$ cat src/exec_pkg.sv
package exec_pkg;

    localparam int XLEN   = 32;
    localparam int REG_AW = 4;

    typedef enum logic [3:0] {
        alu_add,
        alu_sub,
        alu_and,
        alu_or,
        alu_xor,
        alu_sll,
        alu_srl,
        alu_sra,
        alu_slt,
        alu_sltu,
        alu_pass_b // lui.
    } alu_op_e;

    typedef enum logic [3:0] {
        br_none,
        br_beq,
        br_bne,
        br_blt,
        br_bge,
        br_bltu,
        br_bgeu,
        br_jal,
        br_jalr
    } br_op_e;

    typedef enum logic [3:0] {
        mem_none,
        mem_lw,
        mem_lh,
        mem_lhu,
        mem_lb,
        mem_lbu,
        mem_sw,
        mem_sh,
        mem_sb
    } mem_op_e;

    typedef enum logic [1:0] {
        csr_none,
        csr_rw,
        csr_rs
    } csr_op_e;

    typedef struct packed {
        logic [XLEN-1:0]   pc;
        logic [REG_AW-1:0] rd;
        logic [REG_AW-1:0] rs1;
        logic [REG_AW-1:0] rs2;
        logic [XLEN-1:0]   src1_r;   // register file value read at decode.
        logic [XLEN-1:0]   src2_r;
        logic [XLEN-1:0]   imm;
        alu_op_e           alu_op;
        br_op_e            br_op;
        mem_op_e           mem_op;
        csr_op_e           csr_op;
        logic [XLEN-1:0]   csr_data; // old csr value.
        logic              src1_is_pc;
        logic              src2_is_imm;
        logic              gpr_we;
    } dec_bus_t;

    typedef struct packed {
        logic [XLEN-1:0]   pc;
        logic [REG_AW-1:0] rd;
        logic              gpr_we;
        mem_op_e           mem_op;
        logic [XLEN-1:0]   result;     // also the memory address.
        logic [XLEN-1:0]   store_data;
        logic              csr_we;
        logic [11:0]       csr_addr;
        logic [XLEN-1:0]   csr_wdata;
    } ex_bus_t;

    typedef struct packed {
        logic [XLEN-1:0]   pc;
        logic [REG_AW-1:0] rd;
        logic              gpr_we;
        logic [XLEN-1:0]   data;
        logic              csr_we;
        logic [11:0]       csr_addr;
        logic [XLEN-1:0]   csr_wdata;
    } wb_bus_t;

    typedef struct packed {
        logic [XLEN-1:0] addr;
        logic [XLEN-1:0] wdata;
        logic [3:0]      wstrb;
        logic            we;
    } mem_req_t;

    function automatic logic is_load(mem_op_e op);
        return op inside {mem_lw, mem_lh, mem_lhu, mem_lb, mem_lbu};
    endfunction

    function automatic logic is_store(mem_op_e op);
        return op inside {mem_sw, mem_sh, mem_sb};
    endfunction

endpackage

$ cat src/alu.sv
module alu import exec_pkg::*; (
    input  alu_op_e         op,
    input  br_op_e          br_op,
    input  logic [XLEN-1:0] a,
    input  logic [XLEN-1:0] b,
    input  logic [XLEN-1:0] c,
    input  logic [XLEN-1:0] d,
    output logic [XLEN-1:0] result,
    output logic            taken
);
    logic [4:0] shamt;
    logic       lt_ab_s;
    logic       lt_ab_u;
    logic       eq_cd;
    logic       lt_cd_s;
    logic       lt_cd_u;

    assign shamt   = b[4:0];
    assign lt_ab_s = $signed(a) < $signed(b);
    assign lt_ab_u = a < b;

    // branch compare runs on the register operands, not on the alu inputs.
    assign eq_cd   = c == d;
    assign lt_cd_s = $signed(c) < $signed(d);
    assign lt_cd_u = c < d;

    always_comb begin
        case (op)
            alu_add:    result = a + b;
            alu_sub:    result = a - b;
            alu_and:    result = a & b;
            alu_or:     result = a | b;
            alu_xor:    result = a ^ b;
            alu_sll:    result = a << shamt;
            alu_srl:    result = a >> shamt;
            alu_sra:    result = $unsigned($signed(a) >>> shamt);
            alu_slt:    result = {{(XLEN-1){1'b0}}, lt_ab_s};
            alu_sltu:   result = {{(XLEN-1){1'b0}}, lt_ab_u};
            alu_pass_b: result = b;
            default:    result = '0;
        endcase
    end

    always_comb begin
        case (br_op)
            br_beq:  taken = eq_cd;
            br_bne:  taken = !eq_cd;
            br_blt:  taken = lt_cd_s;
            br_bge:  taken = !lt_cd_s;
            br_bltu: taken = lt_cd_u;
            br_bgeu: taken = !lt_cd_u;
            br_jal,
            br_jalr: taken = 1'b1; // jumps always leave.
            default: taken = 1'b0;
        endcase
    end

endmodule

$ cat src/bypass_file.sv
module bypass_file import exec_pkg::*; #(
    parameter int DEPTH = 4
) (
    input  logic              clk,
    input  logic              rst,
    input  logic              push,
    input  logic [REG_AW-1:0] push_rd,
    input  logic [XLEN-1:0]   push_data,
    input  logic              push_is_load,
    input  logic              load_done,
    input  logic [XLEN-1:0]   load_data,
    input  logic [REG_AW-1:0] rs1,
    input  logic [REG_AW-1:0] rs2,
    input  logic [XLEN-1:0]   rf1,
    input  logic [XLEN-1:0]   rf2,
    output logic [XLEN-1:0]   src1,
    output logic [XLEN-1:0]   src2,
    output logic              stall
);
    logic [REG_AW-1:0] ent_rd    [DEPTH];
    logic [XLEN-1:0]   ent_data  [DEPTH];
    logic [DEPTH-1:0]  ent_pend;
    logic [XLEN-1:0]   fill_data [DEPTH];
    logic [DEPTH-1:0]  fill_pend;
    logic              stall1;
    logic              stall2;

    // window contents after this cycle's load completion, before any shift.
    always_comb begin
        for (int i = 0; i < DEPTH; i++) begin
            fill_data[i] = (load_done && ent_pend[i]) ? load_data : ent_data[i];
        end
        fill_pend = load_done ? '0 : ent_pend; // only one load can be in flight.
    end

    always_ff @(posedge clk or posedge rst) begin
        if (rst) begin
            for (int i = 0; i < DEPTH; i++) begin
                ent_rd[i] <= '0; // x0 never matches a lookup.
            end
            ent_pend <= '0;
        end else if (push) begin
            ent_rd[0]   <= push_rd;
            ent_pend[0] <= push_is_load;
            for (int i = 1; i < DEPTH; i++) begin
                ent_rd[i]   <= ent_rd[i-1];
                ent_pend[i] <= fill_pend[i-1];
            end
        end else begin
            ent_pend <= fill_pend;
        end
    end

    always_ff @(posedge clk) begin
        if (push) begin
            ent_data[0] <= push_data;
            for (int i = 1; i < DEPTH; i++) begin
                ent_data[i] <= fill_data[i-1];
            end
        end else begin
            for (int i = 0; i < DEPTH; i++) begin
                ent_data[i] <= fill_data[i];
            end
        end
    end

    // oldest first, so the youngest match is the one that sticks.
    always_comb begin
        src1   = rf1;
        src2   = rf2;
        stall1 = 1'b0;
        stall2 = 1'b0;
        for (int i = DEPTH - 1; i >= 0; i--) begin
            if (rs1 != '0 && ent_rd[i] == rs1) begin
                src1   = ent_data[i];
                stall1 = ent_pend[i];
            end
            if (rs2 != '0 && ent_rd[i] == rs2) begin
                src2   = ent_data[i];
                stall2 = ent_pend[i];
            end
        end
    end

    assign stall = stall1 | stall2;

    one_pending: assert property (@(posedge clk) disable iff (rst)
        $countones(ent_pend) <= 1);

endmodule

$ cat src/exec_top.sv
module exec_top import exec_pkg::*; #(
    parameter int BYPASS_DEPTH = 4
) (
    input  logic            clk,
    input  logic            rst,
    input  logic            dec_valid,
    input  dec_bus_t        dec,
    output logic            exu_ready,
    output logic            redirect_valid,
    output logic [XLEN-1:0] redirect_pc,
    input  logic            pc_update,
    output logic            mem_req,
    output mem_req_t        mem_addr_bus,
    input  logic            mem_ack,
    input  logic [XLEN-1:0] mem_rdata,
    output logic            wb_valid,
    output wb_bus_t         wb
);
    logic            ex_valid;
    ex_bus_t         ex;
    logic            lsu_ready;
    logic            load_done;
    logic [XLEN-1:0] load_data;

    exu #(
        .BYPASS_DEPTH (BYPASS_DEPTH)
    ) u_exu (
        .clk            (clk),
        .rst            (rst),
        .dec_valid      (dec_valid),
        .dec            (dec),
        .exu_ready      (exu_ready),
        .ex_valid       (ex_valid),
        .ex             (ex),
        .lsu_ready      (lsu_ready),
        .load_done      (load_done),
        .load_data      (load_data),
        .redirect_valid (redirect_valid),
        .redirect_pc    (redirect_pc),
        .pc_update      (pc_update)
    );

    lsu u_lsu (
        .clk          (clk),
        .rst          (rst),
        .ex_valid     (ex_valid),
        .ex           (ex),
        .lsu_ready    (lsu_ready),
        .mem_req      (mem_req),
        .mem_addr_bus (mem_addr_bus),
        .mem_ack      (mem_ack),
        .mem_rdata    (mem_rdata),
        .load_done    (load_done),
        .load_data    (load_data),
        .wb_valid     (wb_valid),
        .wb           (wb)
    );

endmodule

$ cat src/exu.sv
module exu import exec_pkg::*; #(
    parameter int BYPASS_DEPTH = 4
) (
    input  logic            clk,
    input  logic            rst,
    input  logic            dec_valid,
    input  dec_bus_t        dec,
    output logic            exu_ready,
    output logic            ex_valid,
    output ex_bus_t         ex,
    input  logic            lsu_ready,
    input  logic            load_done,
    input  logic [XLEN-1:0] load_data,
    output logic            redirect_valid,
    output logic [XLEN-1:0] redirect_pc,
    input  logic            pc_update
);
    logic [XLEN-1:0] src1;
    logic [XLEN-1:0] src2;
    logic            byp_stall;
    logic            load_inflight;
    logic            load_block;
    logic            accept;
    logic            live;
    logic            push;
    logic            dec_is_load;
    logic [XLEN-1:0] alu_a;
    logic [XLEN-1:0] alu_b;
    logic [XLEN-1:0] alu_res;
    logic            taken;
    logic [XLEN-1:0] pc_plus4;
    logic [XLEN-1:0] target;
    logic [XLEN-1:0] result;
    logic [XLEN-1:0] csr_wdata;
    logic            redirect_set;
    ex_bus_t         ex_d;

    assign dec_is_load = is_load(dec.mem_op);

    // a second load waits until the first one has returned its data.
    assign load_block = dec_is_load && load_inflight && !load_done;
    assign exu_ready  = !(ex_valid && !lsu_ready) && !byp_stall && !load_block;
    assign accept     = dec_valid && exu_ready;
    assign live       = accept && !redirect_valid; // squashed while a redirect is out.
    assign push       = live && dec.gpr_we;

    bypass_file #(
        .DEPTH (BYPASS_DEPTH)
    ) u_bypass (
        .clk          (clk),
        .rst          (rst),
        .push         (push),
        .push_rd      (dec.rd),
        .push_data    (result),
        .push_is_load (dec_is_load),
        .load_done    (load_done),
        .load_data    (load_data),
        .rs1          (dec.rs1),
        .rs2          (dec.rs2),
        .rf1          (dec.src1_r),
        .rf2          (dec.src2_r),
        .src1         (src1),
        .src2         (src2),
        .stall        (byp_stall)
    );

    assign alu_a = dec.src1_is_pc ? dec.pc : src1;
    assign alu_b = dec.src2_is_imm ? dec.imm : src2;

    alu u_alu (
        .op     (dec.alu_op),
        .br_op  (dec.br_op),
        .a      (alu_a),
        .b      (alu_b),
        .c      (src1),
        .d      (src2),
        .result (alu_res),
        .taken  (taken)
    );

    assign pc_plus4 = dec.pc + 32'd4;
    assign target   = (dec.br_op == br_jalr) ? alu_res : dec.pc + dec.imm;

    always_comb begin
        if (dec.br_op inside {br_jal, br_jalr}) begin
            result = pc_plus4; // link value.
        end else if (dec.csr_op != csr_none) begin
            result = dec.csr_data;
        end else begin
            result = alu_res;
        end
        case (dec.csr_op)
            csr_rw:  csr_wdata = src1;
            csr_rs:  csr_wdata = src1 | dec.csr_data;
            default: csr_wdata = '0;
        endcase
    end

    always_comb begin
        ex_d.pc         = dec.pc;
        ex_d.rd         = dec.rd;
        ex_d.gpr_we     = dec.gpr_we;
        ex_d.mem_op     = dec.mem_op;
        ex_d.result     = result;
        ex_d.store_data = src2;
        ex_d.csr_we     = dec.csr_op != csr_none;
        ex_d.csr_addr   = dec.imm[11:0];
        ex_d.csr_wdata  = csr_wdata;
    end

    assign redirect_set = live && taken && (target != pc_plus4);

    always_ff @(posedge clk or posedge rst) begin
        if (rst) begin
            ex_valid       <= 1'b0;
            redirect_valid <= 1'b0;
            load_inflight  <= 1'b0;
        end else begin
            if (accept) begin
                ex_valid <= !redirect_valid;
            end else if (lsu_ready) begin
                ex_valid <= 1'b0;
            end
            if (redirect_set) begin
                redirect_valid <= 1'b1;
            end else if (pc_update) begin
                redirect_valid <= 1'b0;
            end
            if (live && dec_is_load) begin
                load_inflight <= 1'b1;
            end else if (load_done) begin
                load_inflight <= 1'b0;
            end
        end
    end

    always_ff @(posedge clk) begin
        if (accept) begin
            ex <= ex_d;
        end
        if (redirect_set) begin
            redirect_pc <= target;
        end
    end

    load_tracked: assert property (@(posedge clk) disable iff (rst)
        load_done |-> load_inflight);

endmodule

$ cat src/lsu.sv
module lsu import exec_pkg::*; (
    input  logic            clk,
    input  logic            rst,
    input  logic            ex_valid,
    input  ex_bus_t         ex,
    output logic            lsu_ready,
    output logic            mem_req,
    output mem_req_t        mem_addr_bus,
    input  logic            mem_ack,
    input  logic [XLEN-1:0] mem_rdata,
    output logic            load_done,
    output logic [XLEN-1:0] load_data,
    output logic            wb_valid,
    output wb_bus_t         wb
);
    typedef enum logic [1:0] {
        idle,
        req,
        wait_release
    } state_e;

    state_e          state;
    ex_bus_t         cur;
    logic [XLEN-1:0] rdata_q;
    logic [XLEN-1:0] ld_val;
    logic [1:0]      ofs;
    logic            take;
    logic            is_mem;
    logic            release_done;
    mem_req_t        req_d;

    function automatic logic [XLEN-1:0] extract(mem_op_e op, logic [1:0] a,
                                                logic [XLEN-1:0] word);
        logic [7:0]  b;
        logic [15:0] h;
        b = word[{a, 3'b000} +: 8];
        h = a[1] ? word[31:16] : word[15:0];
        case (op)
            mem_lb:  return {{24{b[7]}}, b};
            mem_lbu: return {24'd0, b};
            mem_lh:  return {{16{h[15]}}, h};
            mem_lhu: return {16'd0, h};
            default: return word;
        endcase
    endfunction

    function automatic wb_bus_t to_wb(ex_bus_t e, logic [XLEN-1:0] data);
        wb_bus_t w;
        w.pc        = e.pc;
        w.rd        = e.rd;
        w.gpr_we    = e.gpr_we;
        w.data      = data;
        w.csr_we    = e.csr_we;
        w.csr_addr  = e.csr_addr;
        w.csr_wdata = e.csr_wdata;
        return w;
    endfunction

    assign lsu_ready    = state == idle;
    assign take         = ex_valid && lsu_ready;
    assign is_mem       = ex.mem_op != mem_none;
    assign release_done = state == wait_release && !mem_ack; // fourth phase seen.
    assign ofs          = ex.result[1:0];

    always_comb begin
        req_d.addr  = ex.result;
        req_d.we    = is_store(ex.mem_op);
        req_d.wdata = ex.store_data << {ofs, 3'b000}; // move into the addressed lanes.
        case (ex.mem_op)
            mem_sw:  req_d.wstrb = 4'b1111;
            mem_sh:  req_d.wstrb = 4'b0011 << ofs;
            mem_sb:  req_d.wstrb = 4'b0001 << ofs;
            default: req_d.wstrb = 4'b0000;
        endcase
    end

    assign ld_val    = extract(cur.mem_op, cur.result[1:0], rdata_q);
    assign load_data = wb.data;

    always_ff @(posedge clk or posedge rst) begin
        if (rst) begin
            state     <= idle;
            mem_req   <= 1'b0;
            wb_valid  <= 1'b0;
            load_done <= 1'b0;
        end else begin
            wb_valid  <= 1'b0;
            load_done <= 1'b0;
            case (state)
                idle: begin
                    if (take && is_mem) begin
                        state   <= req;
                        mem_req <= 1'b1;
                    end else if (take) begin
                        wb_valid <= 1'b1;
                    end
                end
                req: begin
                    if (mem_ack) begin
                        state   <= wait_release;
                        mem_req <= 1'b0;
                    end
                end
                wait_release: begin
                    if (!mem_ack) begin
                        state     <= idle;
                        wb_valid  <= 1'b1;
                        load_done <= is_load(cur.mem_op);
                    end
                end
                default: state <= idle;
            endcase
        end
    end

    always_ff @(posedge clk) begin
        if (take) begin
            cur          <= ex;
            mem_addr_bus <= req_d;
        end
        if (state == req && mem_ack) begin
            rdata_q <= mem_rdata; // valid only while ack is high.
        end
        if (take && !is_mem) begin
            wb <= to_wb(ex, ex.result);
        end else if (release_done) begin
            wb <= to_wb(cur, is_load(cur.mem_op) ? ld_val : cur.result);
        end
    end

    req_after_release: assert property (@(posedge clk) disable iff (rst)
        !mem_req && mem_ack |=> !mem_req);

endmodule

$ cat config.mk
export PLATFORM = sky130hd
export DESIGN_NAME = exec_top
export DESIGN_NICKNAME = d
export VERILOG_FILES = /design/src/exec_pkg.sv /design/src/alu.sv /design/src/bypass_file.sv /design/src/exec_top.sv /design/src/exu.sv /design/src/lsu.sv
export SDC_FILE = /design/constraint.sdc
export NUM_CORES = 2
export LEC_CHECK = 0
export ABC_AREA = 1
export ABC_CLOCK_PERIOD_IN_PS = 20200
export BUFFER_PORTS_ARGS = -buffer_cell sky130_fd_sc_hd__buf_2
export CORE_ASPECT_RATIO = 1.4
export CORE_MARGIN = 2
export CORE_UTILIZATION = 65
export CTS_CLUSTER_DIAMETER = 60
export DETAILED_ROUTE_END_ITERATION = 12
export GPL_ROUTABILITY_DRIVEN = 1
export PLACE_DENSITY = 0.86
export SLEW_MARGIN = 20
export SYNTH_ARGS = -nofsm -noshare
export SYNTH_HDL_FRONTEND = slang
export SYNTH_HIERARCHICAL = 1
export SYNTH_SLANG_ARGS = --single-unit
$ cat constraint.sdc
create_clock -name clk -period 20.2 [get_ports clk]
set_input_delay 4.04 -clock clk [delete_from_list [all_inputs] [get_ports clk]]
set_output_delay 4.04 -clock clk [all_outputs]
set_load 0.05 [all_outputs]
==> results of run 1 <==
[routing by layer]
metal | overflow | global-route usage [%]
met4 | 8 | 63.6
met2 | 10 | 85.9
met5 | 0 | 6.12
met1 | 0 | 66.2
met3 | 0 | 34.4
[Yosys cell counts, types with 40 or more instances]
master / n
buf_2: 109
nor3_1: 49
o21ai_1: 51
o22ai_1: 40
nor2_1: 607
dfxtp_1: 96
edfxtp_1: 515
mux2_2: 43
nand4_1: 52
mux2i_1: 62
inv_1: 778
ha_1: 164
clkbuf_1: 101
nand2_1: 2128
buf_4: 82
a21oi_1: 278
nand3_1: 612
o21ai_0: 316
[logic make-up after synthesis]
group / Yosys count
AO/OA/AOI/OAI: 791
XOR/XNOR: 44
adder cells (fa/ha/maj): 167
buffers and inverters: 1137
flip-flops: 639
multiplexers: 106
AND/OR/NAND/NOR: 3597
[stage by stage]
stage	utilization, %	setup slack [ps]	instance area [sq um]
after floorplan	-	8000	45900
after global placement	68.6	8670	48100
after detailed placement	68.7	8720	48100
after CTS	71.5	9320	50100
==> qor.yml, run 1 <==
grt:
  grt_first_pass_wirelength_microns: 333000
  grt_max_degree: 97
  grt_usage_pct: 62.8
  grt_pass1_vias: 50064
  overflow: 18
yosys:
  synth_area_per_cell_sq_um: 7.09
  synth_compound_area_share_pct: 9.29
  synthAdderAreaFrac_pct: 4.60
  synth_cell_types: 69
  synth-async-reset-ratio_pct: 4.38
  synthMuxAreaShare_pct: 2.45
  ys_top_cells_by_area: "edfxtp_1 34%, nand2_1 17%, nand3_1 6.7%"
  synthFlopType: "edfxtp_1"
  synth.net_count: 6874
  ys_ff_latch: 639
  ys_seq_area_share_pct: 39.4
  synth_edf_count: 515
  yosysTopAreaCellShare_pct: 33.7
  synth_top_family_by_area: "simple AND/OR/NAND/NOR gates"
  syn_area_sq_um: 45900
  synthSimpleGateAreaFrac_pct: 32.8
  synth_xor_area_share_pct: 0.855
  yosys.area.top_type: "edfxtp_1"
  syn_inst: 6481
  yosys_warnings: 6
die:
  rows: 115
  initial_core_util_pct: 65.5
  die_x_microns: 229
  fp.dieH_microns: 319
  pin_count: 445
cts:
  hold_buffers: 0
  cts_resized: 0
  clockBufferDepth: 3
  cts_buffers: 61
  cts_setup_buffers: 0
  cts_root_buf: "clkbuf_16"
  clock-sinks: 639
  h-tree-depth: 2
run_status:
  lastStage: "5_1_grt"
  status: "aborted with a tool error"
  stop_error: "[ERROR GRT-0116] Global routing finished with congestion. Check the congestion regions in the DRC Viewer."
placed_design:
  placed_cells: 7604
  dp_hpwl_microns: 159000
  place_congestion: 1.18
  portBuffers: 444
==> inputs of run 2 (changes only) <==
- CORE_ASPECT_RATIO: 1.4 -> default
- CORE_UTILIZATION: 65 -> 40
- CTS_CLUSTER_DIAMETER: 60 -> default
- PLACE_DENSITY: 0.86 -> default
- PLACE_DENSITY_LB_ADDON: default -> 0.15
==> qor.yml, run 2 <==
routing:
  drt-initial-drc-count: 5951
  vias_per_cell: 5.56
  route.detailed.drc: 0
  dr.pass1.iters: 6
  wl_per_cell_microns: 26.8
  vias: 46329
  antenna_left: 0
  drt-total-wl_microns: 223000
run:
  cap_viol_max_count: 0
cts:
  cts_buffers: 75  # +23%
  clockBufferDepth: 3  # unchanged
  cts_tree: "yes"
  cts_resized: 0  # unchanged
  cts_root_buf: "clkbuf_16"
  clock-sinks: 639  # unchanged
  clk_pin_slew_worst_paths_ps: 60
  hold_buffers: 0  # unchanged
  clkLatencyLatePin_ps: 700
  h-tree-depth: 3  # +1
  cts_setup_buffers: 0  # unchanged
pwr:
  power_frac_comb_pct: 56.8
  power.net_switching_uw: 4510
  intPower_uw: 4020
  p_leak_uw: 0.0252
  pwr-share-seq_pct: 26.0
  ir_drop_mv: 0.0945
  p_clk_share_pct: 17.2
  switching_share_pct: 52.9
  powerDensity_nw_per_um2: 165
grt:
  grt_first_pass_wirelength_microns: 309000
  antenna_found_initial: 30
  grt_usage_pct: 36.9
  overflow: 0
  grt_pass1_vias: 41360
  grt_max_degree: 81
yosys:
  syn_inst: 6481  # unchanged
  ys_seq_area_share_pct: 39.4  # unchanged
  ys_top_cells_by_area: "edfxtp_1 34%, nand2_1 17%, nand3_1 6.7%"
  synth_edf_count: 515  # unchanged
  synth_cell_types: 69  # unchanged
  yosysTopAreaCellShare_pct: 33.7  # unchanged
  ys_ff_latch: 639  # unchanged
  synth_most_common_cell: "nand2_1"
  yosys.area.top_type: "edfxtp_1"
  synthFlopType: "edfxtp_1"
  synth.net_count: 6874  # unchanged
  yosys_warnings: 6  # unchanged
  synth_area_per_cell_sq_um: 7.09  # unchanged
  synthTopCellsByCount: "2128 x nand2_1, 778 x inv_1, 612 x nand3_1"
  syn_area_sq_um: 45900  # unchanged
  synth-async-reset-ratio_pct: 4.38  # unchanged
cells_and_area:
  final_common_cell: "nand2_1"
  layout-drive-gt1-share_pct: 12.6
  nNetsFinal: 7152
  regMostFlops: "u_exu/ex"
  reg_top3: "u_exu/ex: 150 flops, u_exu/u_bypass/ent_data: 128 flops, u_lsu/cur: 118 flops"
  largest_reg_flops: 150
  mostFrequentLayoutCells: "2123 x nand2_1, 776 x inv_1, 610 x nand3_1"
  area_growth_syn_to_layout_pct: 12.4
  fill_cells: 11978
  final_util_pct: 45.2
placed_design:
  dp_hpwl_microns: 177000  # +11%
  place_congestion: 1.05  # -11%
  dpl_worst_slack_ps: 8630  # -93.8 ps
  portBuffers: 444  # unchanged
sta:
  min_period_ps: 11270
  fin_tns_setup_ps: 0
  layout_worst_path_cycle_share_pct: 55.8
  fin_skew_ps: 43.4
  slew_viol_final: 0
  rsz0062_at_grt: "no"
  slew_headroom_pct: 14.1
  setup_violations: 0
  fmax_mhz: 88.7
  final-hold-violation-count: 0
  setup_ws_ps: 8930
  tightest_slew_ps: 1280
die:
  die_x_microns: 343  # +50%
  pin_count: 445  # unchanged
  rows: 124  # +7.8%
  dieArea_sq_um: 118000
  fp.dieH_microns: 343  # +7.6%
  initial_core_util_pct: 40.2  # -25 points
  core_area_sq_um: 114000
worst_setup_path:
  crit_fanout: 76
  slowest_delay_ps: 650
  criticalPathCategory: "input pin to register"
  critical_path_arrival_ps: 11630
  crit_slowest_cell: "buf_4"
  cpMostUsedCell: "nand2_1"
  startpoint_type: "input pin"
  end_kind: "register"
  required_ps: 20560
run_status:
  status: "complete, no violations"
worst_hold_path:
  hold_class: "register to register"
## run 2: kinds of logic (layout without fill, tap and decap cells)
kind of cell | Yosys count | count (layout) | share of synthesized area [%]
other | 0 | 5 | 0
xor gates and xnor gates | 44 | 44 | 0.855
and+or+nand+nor | 3597 | 3597 | 32.8
muxes | 106 | 106 | 2.45
DFF | 639 | 639 | 39.4
adders and majority gates | 167 | 167 | 4.60
buffers and inverters | 1137 | 1476 | 10.6
AOI/OAI and AO/OA | 791 | 791 | 9.29
## run 2: path summary, 6_finish.rpt
kind	from	to	slack, ps	depth (start not counted)
max	dec[147]	u_exu/redirect_pc[18]	8930	35
max reg2reg	u_exu/u_bypass/ent_rd[6]	u_exu/redirect_pc[18]	12030	33
min reg2reg	u_exu/ex[136]	u_lsu/cur[136]	430	0
min in group asynchronous	rst	u_lsu/load_done	3400	2
min	u_exu/ex[136]	u_lsu/cur[136]	430	0
max in group asynchronous	rst	u_exu/u_bypass/ent_rd[1]	15870	2
## run 2: layout make-up
cell class,instances,area [sq um],share of cell area [%]
Multi-Input combinational cell,4705,23000,44.7
Sequential cell,639,18100,35.0
Inverter,807,3040,5.90
Timing Repair Buffer,531,2880,5.59
Clock buffer,88,1990,3.85
Tap cell,1512,1890,3.67
Clock inverter,50,661,1.28
Antenna cell,5,12.5,0.0242
## run 2: per-layer routing
layer | share of wire, % | global-route usage, %
met1 | 45 | 54.2
met2 | 41 | 52.5
met3 | 9.1 | 5.77
met4 | 5.4 | 17.6
met5 | 0.073 | 0
## run 2: worst max-delay path: cells and delay by family
kind | cells | cell delay, ps
buffers and inverters | 9 | 2310
adders and majority gates | 1 | 540
xor gates and xnor gates | 1 | 70
muxes | 1 | 200
AOI/OAI and AO/OA | 1 | 140
and+or+nand+nor | 22 | 4210
## run 2: per-stage QoR
step                std cells  instance area, sq um  power, uW  hold WS (ps)
global placement         8193                 48900       6900           428
detailed placement       8193                 48900       6910           432
finish                   8337                 51600       8530           431
floorplan                6481                 45900       5210           421
global route             8332                 51600       8950           445
CTS                      8331                 51600       8400           442
## run 2: power groups by stage
stage | combinational [uW] | sequential (uW) | clock [uW]
after floorplan | 2820 | 2380 | 0
after global placement | 4670 | 2230 | 0
after detailed placement | 4670 | 2240 | 0
after CTS | 4690 | 2210 | 1490
after global routing | 5170 | 2250 | 1540
final | 4850 | 2210 | 1470
Note: power is estimated with default switching activity, not from simulation.
